File: config.mk
export PLATFORM = sky130hd
export DESIGN_NAME = sdr_ctrl_top
export DESIGN_NICKNAME = d
export VERILOG_FILES = /design/src/verilog/sdr_ctrl_pkg.sv /design/src/verilog/port_arbiter.sv /design/src/verilog/refresh_timer.sv /design/src/verilog/sdr_cmd_fsm.sv /design/src/verilog/latency_delay.sv /design/src/verilog/sdr_data_path.sv /design/src/verilog/sdr_ctrl_top.sv
export SDC_FILE = /design/constraint.sdc
export NUM_CORES = 1
export LEC_CHECK = 0
export ABC_AREA = 1
export BUFFER_PORTS_ARGS = -buffer_cell sky130_fd_sc_hd__buf_2
export CAP_MARGIN = 15
export CORE_MARGIN = 2
export CORE_UTILIZATION = 25
export DETAILED_ROUTE_END_ITERATION = 10
export PLACE_DENSITY_LB_ADDON = 0.3
export SETUP_SLACK_MARGIN = 0.15
export SLEW_MARGIN = 0
export SYNTH_ARGS = -nofsm -noshare
export SYNTH_HDL_FRONTEND = slang
export SYNTH_HIERARCHICAL = 1
export SYNTH_SLANG_ARGS = --single-unit
File: constraint.sdc
create_clock -name sdram_clk -period 7.7 [get_ports sdram_clk]
set_clock_uncertainty 0.05 [all_clocks]
set_input_delay 1.155 -clock sdram_clk [delete_from_list [all_inputs] [get_ports sdram_clk]]
set_output_delay 1.155 -clock sdram_clk [all_outputs]
set_load 0.01 [all_outputs]
File: src/verilog/sdr_ctrl_pkg.sv
package sdr_ctrl_pkg;

   // requester ports
   localparam int NUM_PORTS = 4;
   localparam int PORT_W = $clog2(NUM_PORTS);

   // sdram geometry, column counts 32-bit words
   localparam int BA_W = 2;
   localparam int ROW_W = 13;
   localparam int COL_W = 8;
   localparam int ADR_W = BA_W + ROW_W + COL_W;
   localparam int DQ_W = 16;
   localparam int DQM_W = DQ_W / 8;
   localparam int WORD_W = 2 * DQ_W;

   // timing in sdram_clk cycles
   localparam int CAS_LAT = 2;
   localparam int T_RCD = 2;
   localparam int T_RP = 2;
   localparam int T_RFC = 4;
   localparam int WAIT_W = $clog2(T_RFC + 1);

   // short refresh interval for simulation
   localparam int REF_INTERVAL = 64;
   localparam int REF_W = $clog2(REF_INTERVAL);

   // read command to data at the port, two extra for the capture stages
   localparam int RD_DELAY = CAS_LAT + 2;

   typedef logic [NUM_PORTS-1:0] port_sel_t;
   typedef logic [ADR_W-1:0] word_adr_t;
   typedef logic [WORD_W-1:0] word_t;
   typedef logic [WORD_W/8-1:0] bsel_t;

   // {ras, cas, we} as driven on the pads
   typedef enum logic [2:0] {
      cmd_nop          = 3'b111,
      cmd_active       = 3'b011,
      cmd_read         = 3'b101,
      cmd_write        = 3'b100,
      cmd_precharge    = 3'b010,
      cmd_auto_refresh = 3'b001
   } cmd_t;

endpackage

File: src/verilog/port_arbiter.sv
`timescale 1ns/1ps

module port_arbiter (
   input  logic                                           sdram_clk,
   input  logic                                           sdram_rst,
   input  sdr_ctrl_pkg::port_sel_t                        req_i,
   input  logic [sdr_ctrl_pkg::NUM_PORTS-1:0]             we_i,
   input  sdr_ctrl_pkg::word_adr_t [sdr_ctrl_pkg::NUM_PORTS-1:0] adr_i,
   input  sdr_ctrl_pkg::word_t [sdr_ctrl_pkg::NUM_PORTS-1:0]     wdat_i,
   input  sdr_ctrl_pkg::bsel_t [sdr_ctrl_pkg::NUM_PORTS-1:0]     sel_i,
   input  logic                                           idle_i,
   output sdr_ctrl_pkg::port_sel_t                        grant_o,
   output logic                                           pending_o,
   output logic                                           g_we_o,
   output sdr_ctrl_pkg::word_adr_t                        g_adr_o,
   output sdr_ctrl_pkg::word_t                            g_wdat_o,
   output sdr_ctrl_pkg::bsel_t                            g_sel_o
);
   import sdr_ctrl_pkg::*;

   port_sel_t         grant_nxt;
   logic [PORT_W-1:0] idx;

   // lowest index wins, so scan from the top down
   always_comb begin
      grant_nxt = '0;
      idx = '0;
      for (int n = NUM_PORTS - 1; n >= 0; n--) begin
         if (req_i[n]) begin
            grant_nxt = '0;
            grant_nxt[n] = 1'b1;
            idx = PORT_W'(n);
         end
      end
   end

   // selection only moves while the command fsm sits in idle
   always_ff @(posedge sdram_clk or posedge sdram_rst) begin
      if (sdram_rst) begin
         grant_o <= '0;
         g_we_o <= 1'b0;
      end else if (idle_i) begin
         grant_o <= grant_nxt;
         g_we_o <= we_i[idx];
      end
   end

   always_ff @(posedge sdram_clk) begin
      if (idle_i) begin
         g_adr_o <= adr_i[idx];
         g_wdat_o <= wdat_i[idx];
         g_sel_o <= sel_i[idx];
      end
   end

   assign pending_o = |grant_o;

endmodule

File: src/verilog/refresh_timer.sv
`timescale 1ns/1ps

module refresh_timer (
   input  logic sdram_clk,
   input  logic sdram_rst,
   input  logic aref_i,
   output logic refresh_req_o
);
   import sdr_ctrl_pkg::*;

   logic [REF_W-1:0] ref_cnt;
   logic             ref_wrap;

   assign ref_wrap = (ref_cnt == REF_W'(REF_INTERVAL - 1));

   // free running interval counter
   always_ff @(posedge sdram_clk or posedge sdram_rst) begin
      if (sdram_rst) begin
         ref_cnt <= '0;
      end else if (ref_wrap) begin
         ref_cnt <= '0;
      end else begin
         ref_cnt <= ref_cnt + 1'b1;
      end
   end

   // sticky until the fsm issues auto refresh
   // a wrap in the same cycle keeps it set
   always_ff @(posedge sdram_clk or posedge sdram_rst) begin
      if (sdram_rst) begin
         refresh_req_o <= 1'b0;
      end else if (ref_wrap) begin
         refresh_req_o <= 1'b1;
      end else if (aref_i) begin
         refresh_req_o <= 1'b0;
      end
   end

endmodule

File: src/verilog/sdr_cmd_fsm.sv
`timescale 1ns/1ps

module sdr_cmd_fsm (
   input  logic                            sdram_clk,
   input  logic                            sdram_rst,
   input  logic                            pending_i,
   input  logic                            we_i,
   input  sdr_ctrl_pkg::word_adr_t         adr_i,
   input  logic                            refresh_req_i,
   output logic                            idle_o,
   output sdr_ctrl_pkg::cmd_t              cmd_o,
   output logic [sdr_ctrl_pkg::BA_W-1:0]   ba_o,
   output logic [sdr_ctrl_pkg::ROW_W-1:0]  a_o,
   output logic                            aref_o,
   output logic                            cmd_read_o,
   output logic                            write_ack_o,
   output logic                            dq_oe_o,
   output logic                            second_beat_o
);
   import sdr_ctrl_pkg::*;

   typedef enum logic [3:0] {
      st_idle,
      st_aref,
      st_rfc,
      st_act,
      st_rcd,
      st_wr,
      st_wr2,
      st_rd,
      st_rd_nop,
      st_pre,
      st_rp
   } state_t;

   state_t            state;
   state_t            state_nxt;
   logic [WAIT_W-1:0] wait_cnt;
   logic [WAIT_W-1:0] wait_cnt_nxt;
   logic              idle_q;
   logic [BA_W-1:0]   bank;
   logic [ROW_W-1:0]  row;
   logic [COL_W-1:0]  col;

   assign {bank, row, col} = adr_i;

   always_comb begin
      state_nxt = state;
      wait_cnt_nxt = wait_cnt;
      case (state)
         // first idle cycle lets the arbiter take a fresh sample
         st_idle: begin
            if (idle_q) begin
               if (refresh_req_i) begin
                  state_nxt = st_aref;
               end else if (pending_i) begin
                  state_nxt = st_act;
               end
            end
         end
         st_aref: begin
            state_nxt = st_rfc;
            wait_cnt_nxt = WAIT_W'(T_RFC - 1);
         end
         st_rfc: begin
            if (wait_cnt == '0) begin
               state_nxt = st_idle;
            end else begin
               wait_cnt_nxt = wait_cnt - 1'b1;
            end
         end
         st_act: begin
            state_nxt = st_rcd;
            wait_cnt_nxt = WAIT_W'(T_RCD - 1);
         end
         st_rcd: begin
            if (wait_cnt == '0) begin
               state_nxt = we_i ? st_wr : st_rd;
            end else begin
               wait_cnt_nxt = wait_cnt - 1'b1;
            end
         end
         st_wr:     state_nxt = st_wr2;
         st_wr2:    state_nxt = st_pre;
         st_rd:     state_nxt = st_rd_nop;
         st_rd_nop: state_nxt = st_pre;
         st_pre: begin
            state_nxt = st_rp;
            wait_cnt_nxt = WAIT_W'(T_RP - 1);
         end
         st_rp: begin
            if (wait_cnt == '0) begin
               state_nxt = st_idle;
            end else begin
               wait_cnt_nxt = wait_cnt - 1'b1;
            end
         end
         default: state_nxt = st_idle;
      endcase
   end

   always_ff @(posedge sdram_clk or posedge sdram_rst) begin
      if (sdram_rst) begin
         state <= st_idle;
         wait_cnt <= '0;
         idle_q <= 1'b0;
      end else begin
         state <= state_nxt;
         wait_cnt <= wait_cnt_nxt;
         idle_q <= (state == st_idle);
      end
   end

   // pad command decode, burst length two so the second beat is a nop
   always_comb begin
      cmd_o = cmd_nop;
      ba_o = '0;
      a_o = '0;
      case (state)
         st_aref: cmd_o = cmd_auto_refresh;
         st_act: begin
            cmd_o = cmd_active;
            ba_o = bank;
            a_o = row;
         end
         st_wr: begin
            cmd_o = cmd_write;
            ba_o = bank;
            a_o = ROW_W'({col, 1'b0});
         end
         st_rd: begin
            cmd_o = cmd_read;
            ba_o = bank;
            a_o = ROW_W'({col, 1'b0});
         end
         st_pre: begin
            cmd_o = cmd_precharge;
            // a10 high closes all banks
            a_o[10] = 1'b1;
         end
         default: cmd_o = cmd_nop;
      endcase
   end

   assign idle_o = (state == st_idle);
   assign aref_o = (state == st_aref);
   assign cmd_read_o = (state == st_rd);
   assign write_ack_o = (state == st_pre) && we_i;
   assign dq_oe_o = (state == st_wr) || (state == st_wr2);
   assign second_beat_o = (state == st_wr);

endmodule

File: src/verilog/latency_delay.sv
`timescale 1ns/1ps

module latency_delay #(
   parameter type T = logic,
   parameter int DEPTH = 1
) (
   input  logic sdram_clk,
   input  logic sdram_rst,
   input  T     d_i,
   output T     q_o
);

   T sr [DEPTH];

   // stage 0 takes the input, the last stage is the output
   always_ff @(posedge sdram_clk or posedge sdram_rst) begin
      if (sdram_rst) begin
         for (int i = 0; i < DEPTH; i++) begin
            sr[i] <= '0;
         end
      end else begin
         sr[0] <= d_i;
         for (int i = 1; i < DEPTH; i++) begin
            sr[i] <= sr[i-1];
         end
      end
   end

   assign q_o = sr[DEPTH-1];

endmodule

File: src/verilog/sdr_data_path.sv
`timescale 1ns/1ps

module sdr_data_path (
   input  logic                            sdram_clk,
   input  logic                            sdram_rst,
   input  sdr_ctrl_pkg::word_t             wdat_i,
   input  sdr_ctrl_pkg::bsel_t             sel_i,
   input  logic                            second_beat_i,
   input  logic [sdr_ctrl_pkg::DQ_W-1:0]   dq_i,
   output logic [sdr_ctrl_pkg::DQ_W-1:0]   dq_o,
   output logic [sdr_ctrl_pkg::DQM_W-1:0]  dqm_o,
   output sdr_ctrl_pkg::word_t             rdat_o
);
   import sdr_ctrl_pkg::*;

   logic [DQ_W-1:0]  hold_dat;
   logic [DQM_W-1:0] hold_sel;
   logic [DQ_W-1:0]  dq_i_reg;
   logic [DQ_W-1:0]  dq_i_tmp_reg;

   // low half and its selects, waiting for the second beat
   always_ff @(posedge sdram_clk) begin
      hold_dat <= wdat_i[DQ_W-1:0];
      hold_sel <= sel_i[DQM_W-1:0];
   end

   // high half first, the held low half on the second beat
   always_ff @(posedge sdram_clk) begin
      if (second_beat_i) begin
         dq_o <= hold_dat;
      end else begin
         dq_o <= wdat_i[WORD_W-1:DQ_W];
      end
   end

   // dqm is active high mask, so the inverse of the byte selects
   always_ff @(posedge sdram_clk or posedge sdram_rst) begin
      if (sdram_rst) begin
         dqm_o <= '0;
      end else if (second_beat_i) begin
         dqm_o <= ~hold_sel;
      end else begin
         dqm_o <= ~sel_i[WORD_W/8-1:DQM_W];
      end
   end

   // two capture stages, earlier beat ends up in the older register
   always_ff @(posedge sdram_clk) begin
      dq_i_reg <= dq_i;
      dq_i_tmp_reg <= dq_i_reg;
   end

   assign rdat_o = {dq_i_tmp_reg, dq_i_reg};

endmodule

File: src/verilog/sdr_ctrl_top.sv
`timescale 1ns/1ps

module sdr_ctrl_top (
   input  logic                                           sdram_clk,
   input  logic                                           sdram_rst,
   input  sdr_ctrl_pkg::port_sel_t                        req_i,
   input  logic [sdr_ctrl_pkg::NUM_PORTS-1:0]             we_i,
   input  sdr_ctrl_pkg::word_adr_t [sdr_ctrl_pkg::NUM_PORTS-1:0] adr_i,
   input  sdr_ctrl_pkg::word_t [sdr_ctrl_pkg::NUM_PORTS-1:0]     wdat_i,
   input  sdr_ctrl_pkg::bsel_t [sdr_ctrl_pkg::NUM_PORTS-1:0]     sel_i,
   output sdr_ctrl_pkg::port_sel_t                        ack_o,
   output sdr_ctrl_pkg::word_t                            rdat_o,
   output logic [sdr_ctrl_pkg::BA_W-1:0]                  ba_pad_o,
   output logic [sdr_ctrl_pkg::ROW_W-1:0]                 a_pad_o,
   output logic                                           cs_n_pad_o,
   output logic                                           ras_pad_o,
   output logic                                           cas_pad_o,
   output logic                                           we_pad_o,
   output logic                                           cke_pad_o,
   output logic [sdr_ctrl_pkg::DQM_W-1:0]                 dqm_pad_o,
   output logic [sdr_ctrl_pkg::DQ_W-1:0]                  dq_o,
   input  logic [sdr_ctrl_pkg::DQ_W-1:0]                  dq_i,
   output logic                                           dq_oe_o
);
   import sdr_ctrl_pkg::*;

   port_sel_t grant;
   port_sel_t grant_dly;
   logic      pending;
   logic      g_we;
   word_adr_t g_adr;
   word_t     g_wdat;
   bsel_t     g_sel;
   bsel_t     dp_sel;
   logic      idle;
   logic      refresh_req;
   logic      aref;
   cmd_t      cmd;
   logic      cmd_read;
   logic      rd_strobe_dly;
   logic      write_ack;
   logic      second_beat;

   port_arbiter port_arbiter_inst (
      .sdram_clk (sdram_clk),
      .sdram_rst (sdram_rst),
      .req_i     (req_i),
      .we_i      (we_i),
      .adr_i     (adr_i),
      .wdat_i    (wdat_i),
      .sel_i     (sel_i),
      .idle_i    (idle),
      .grant_o   (grant),
      .pending_o (pending),
      .g_we_o    (g_we),
      .g_adr_o   (g_adr),
      .g_wdat_o  (g_wdat),
      .g_sel_o   (g_sel)
   );

   refresh_timer refresh_timer_inst (
      .sdram_clk     (sdram_clk),
      .sdram_rst     (sdram_rst),
      .aref_i        (aref),
      .refresh_req_o (refresh_req)
   );

   sdr_cmd_fsm sdr_cmd_fsm_inst (
      .sdram_clk     (sdram_clk),
      .sdram_rst     (sdram_rst),
      .pending_i     (pending),
      .we_i          (g_we),
      .adr_i         (g_adr),
      .refresh_req_i (refresh_req),
      .idle_o        (idle),
      .cmd_o         (cmd),
      .ba_o          (ba_pad_o),
      .a_o           (a_pad_o),
      .aref_o        (aref),
      .cmd_read_o    (cmd_read),
      .write_ack_o   (write_ack),
      .dq_oe_o       (dq_oe_o),
      .second_beat_o (second_beat)
   );

   // grant and read strobe follow the read data through cas latency and capture
   latency_delay #(.T(port_sel_t), .DEPTH(RD_DELAY)) grant_delay_inst (
      .sdram_clk (sdram_clk),
      .sdram_rst (sdram_rst),
      .d_i       (grant),
      .q_o       (grant_dly)
   );

   latency_delay #(.T(logic), .DEPTH(RD_DELAY)) read_delay_inst (
      .sdram_clk (sdram_clk),
      .sdram_rst (sdram_rst),
      .d_i       (cmd_read),
      .q_o       (rd_strobe_dly)
   );

   // reads keep dqm low for both beats
   assign dp_sel = g_we ? g_sel : '1;

   sdr_data_path sdr_data_path_inst (
      .sdram_clk     (sdram_clk),
      .sdram_rst     (sdram_rst),
      .wdat_i        (g_wdat),
      .sel_i         (dp_sel),
      .second_beat_i (second_beat),
      .dq_i          (dq_i),
      .dq_o          (dq_o),
      .dqm_o         (dqm_pad_o),
      .rdat_o        (rdat_o)
   );

   assign {ras_pad_o, cas_pad_o, we_pad_o} = cmd;
   assign cs_n_pad_o = 1'b0;
   assign cke_pad_o = 1'b1;

   assign ack_o = (grant_dly & {NUM_PORTS{rd_strobe_dly}}) | (grant & {NUM_PORTS{write_ack}});

endmodule

==> flow_metrics.env <==
export IMPL_grt_max_degree=103
export IMPL_yosys_area_top_type="edfxtp_1"
export IMPL_synth_yosys_seq_area_share_pct=53.7
export IMPL_detail_route_wl_per_cell_um=14.5
export IMPL_leakage_nw=5.09
export IMPL_drt_initial_drc_count=324
export IMPL_insertion_delay_ps=420
export IMPL_path_class="flop to primary output"
export IMPL_crit_path_start_kind="flop"
export IMPL_drc=0
export IMPL_synth_fp_nets=1093
export IMPL_syn_area_sq_mm=0.00772
export IMPL_hp_class="flop to flop"
export IMPL_grt_pass1_wl_um=34100
export IMPL_tightest_slew_ps=945
export IMPL_power_frac_comb_pct=24.5
export IMPL_die_w_um=180
export IMPL_antenna_found_initial=2
export IMPL_preCtsSetupSlack_ps=4110
export IMPL_slew_viol_final=0
export IMPL_grt_setup_unrepaired="false"
export IMPL_num_vias=6585
export IMPL_row_count=64
export IMPL_switching_share_pct=34.3
export IMPL_tritoncts="done"
export IMPL_synth_top_cell_area_share_pct=22.9
export IMPL_final_area_sq_mm=0.0102
export IMPL_die_h_um=180
export IMPL_drv_cap=0
export IMPL_synth_seq_cells=167
export IMPL_cts_root_buf="clkbuf_16"
export IMPL_clock_sinks=167
export IMPL_yosys_warnings=6
export IMPL_power_density_mw_per_mm2=289
export IMPL_status="completed"
export IMPL_setup_slack_ps=4130
export IMPL_post_cts_resized=0
export IMPL_finalSetupTns_ps=0
export IMPL_ys_top_cells_by_area="edfxtp_1 (23%), dfxtp_1 (17%), dfrtp_1 (14%)"
export IMPL_wl_um=22400
export IMPL_grt_ovfl_total=0
export IMPL_synth_edf_count=59
export IMPL_async_flop_share_pct=25.1
export IMPL_ir_drop_mv=0.148
export IMPL_cts_buffer_depth=2
export IMPL_clk_pin_slew_worst_paths_ps=70
export IMPL_dr_pass1_iters=5
export IMPL_crit_path_max_fanout=20
export IMPL_reg_top3="port_arbiter_inst/g_wdat_o: 32 flops, port_arbiter_inst/g_adr_o: 23 flops"
export IMPL_crit_top_cell="nor2_2"
export IMPL_fmax_ghz=0.280
export IMPL_drive_above_1_share_pct=40.7
export IMPL_cp_top_family="buffers and inverters"
export IMPL_start_util_pct=25.3
export IMPL_gp_congestion=0.810
export IMPL_place_hpwl_um=16800
export IMPL_worstPathArrival_ps=2360
export IMPL_cp_required_ps=6490
export IMPL_relSlewSlack_pct=36.8
export IMPL_port_buffers=334
export IMPL_postCtsSetupRepairBufs=0
export IMPL_ctsHoldBuffers=0
export IMPL_grt_usage_pct=13.4
export IMPL_dpl_cell_area_sq_mm=0.00958
export IMPL_crit_chain="nor2_2, inv_1, nor2_2, buf_4, nor2_1, buf_2"
export IMPL_grt_pass1_vias=6279
export IMPL_final_util_pct=33.4
export IMPL_pin_count=337
export IMPL_fp_dieArea_sq_mm=0.0323
export IMPL_finalCriticalPeriod_ps=3570
export IMPL_synth_flop_cell="dfxtp_1"
export IMPL_cpPeakStageDelay_ps=490
export IMPL_synth_cell_type_count=37
export IMPL_p_sw_mw=1.01
export IMPL_n_fill_cell=3228
export IMPL_p_int_mw=1.94
export IMPL_avgSynthCellArea_sq_um=9.33
export IMPL_cts_max_level=4
export IMPL_seq_power_share_pct=46.3
export IMPL_slowest_stage="nor2_2"
export IMPL_setup_viol=0
export IMPL_ant_nets=0
export IMPL_cp_num_buf_inv=3
export IMPL_regMostFlops="port_arbiter_inst/g_wdat_o"
export IMPL_area_growth_pct=32.1
export IMPL_fin_hold_ws_ps=296
export IMPL_syn_inst=828
export IMPL_largest_register_ffs=32
export IMPL_fp_coreArea_sq_mm=0.0305
export IMPL_num_nets_final=1403
export IMPL_vias_per_cell=4.25
export IMPL_fin_crit_sh_pct=46.3
export IMPL_numCtsBuffers=17
export IMPL_clockPowerShare_pct=29.2
export IMPL_end_kind="primary output"
export IMPL_hold_viol_final=0
==> through the flow <==
stage	power (mW)	std cells
final	2.95	1549
after global routing	3.14	1549
after CTS	3.00	1546
after detailed placement	2.13	1514
after global placement	2.12	1514
after floorplan	1.84	828
==> routing by layer <==
metal / global-route usage, % / up-vias / wire [um]
met2: 22.7 / 208 / 11000
met4: 4.07 / 0 / 397
met1: 17.4 / 3031 / 9940
li1: - / 3319 / -
met3: 2.37 / 27 / 1090
met5: 0 / - / 0
==> kinds of logic after synthesis <==
group                      share of synthesized area, %
adders and majority gates                         0.486
AOI/OAI and AO/OA                                  18.4
and+or+nand+nor                                    16.7
xor gates and xnor gates                          0.340
buffers and inverters                              10.3
DFF                                                53.7
other                                            0.0972
==> worst reg2reg max path, delay by kind of cell, from the launching register on <==
| kind | cells | cell delay (ps) |
|---|---|---|
| flip-flops | 1 | 630 |
| AO/OA/AOI/OAI | 1 | 120 |
| AND/OR/NAND/NOR | 4 | 1270 |
| buffers and inverters | 3 | 780 |
==> cells in the mapped netlist, types with 3 or more instances <==
cell / instances
inv_1: 100
clkbuf_1: 6
inv_2: 6
o21ai_0: 61
nand2_4: 4
ha_1: 3
a21oi_1: 6
dfrtp_1: 42
o22ai_1: 3
buf_6: 18
nand4_1: 3
nand2_1: 173
buf_2: 14
edfxtp_1: 59
nand3_1: 20
o21ai_1: 62
buf_4: 9
dfxtp_1: 66
nor2_2: 4
o211ai_2: 58
nor2_1: 78
nand2_2: 14
==> power groups by stage <==
stage	Clock [mW]	Sequential, mW	Combinational, mW
CTS	0.890	1.37	0.741
global route	0.929	1.40	0.815
detailed placement	0	1.39	0.740
floorplan	0	1.36	0.472
finish	0.861	1.36	0.723
global placement	0	1.38	0.737
==> placed cells by master (no fill, tap or decap), drive strengths merged, types with 3 or more instances in the layout <==
cell type and n:
a21oi 7, buf 340, clkbuf 17, clkinv 6
dfrtp 42, dfxtp 66, edfxtp 59, ha 3
inv 117, nand2 191, nand3 21, nand4 3
nor2 85, o211ai 59, o21ai 123, o22ai 3
==> worst paths after layout <==
path	start	to	slack (ps)	depth (start not counted)
setup / recovery	sdr_cmd_fsm_inst/state[3]$_DFFE_PP0P_	we_pad_o	4130	6
hold / removal	port_arbiter_inst/g_wdat_o[1]$_DFFE_PP_	sdr_data_path_inst/hold_dat[1]$_DFF_P_	300	0
setup reg to reg	sdr_cmd_fsm_inst/state[0]$_DFFE_PP0P_	port_arbiter_inst/grant_o[3]$_DFFE_PP0P_	4760	8
hold reg to reg	port_arbiter_inst/g_wdat_o[1]$_DFFE_PP_	sdr_data_path_inst/hold_dat[1]$_DFF_P_	300	0
max in group asynchronous	sdram_rst	grant_delay_inst/sr[11]$_DFF_PP0_	6410	2
min in group asynchronous	sdram_rst	sdr_data_path_inst/dqm_o[0]$_DFF_PP0_	610	2
==> area by class of cell <==
| class | count | area (sq um) | area share [%] |
|---|---|---|---|
| diodes | 2 | 5.00 | 0.0490 |
| clock buffers | 17 | 425 | 4.17 |
| clock inverters | 15 | 178 | 1.74 |
| inverters | 108 | 415 | 4.07 |
| multi-input cells | 504 | 2810 | 27.6 |
| flip-flops and latches | 167 | 4140 | 40.6 |
| well taps | 396 | 495 | 4.86 |
| repair buffers | 340 | 1730 | 16.9 |
No activity file was read; power rests on OpenSTA's default activity.
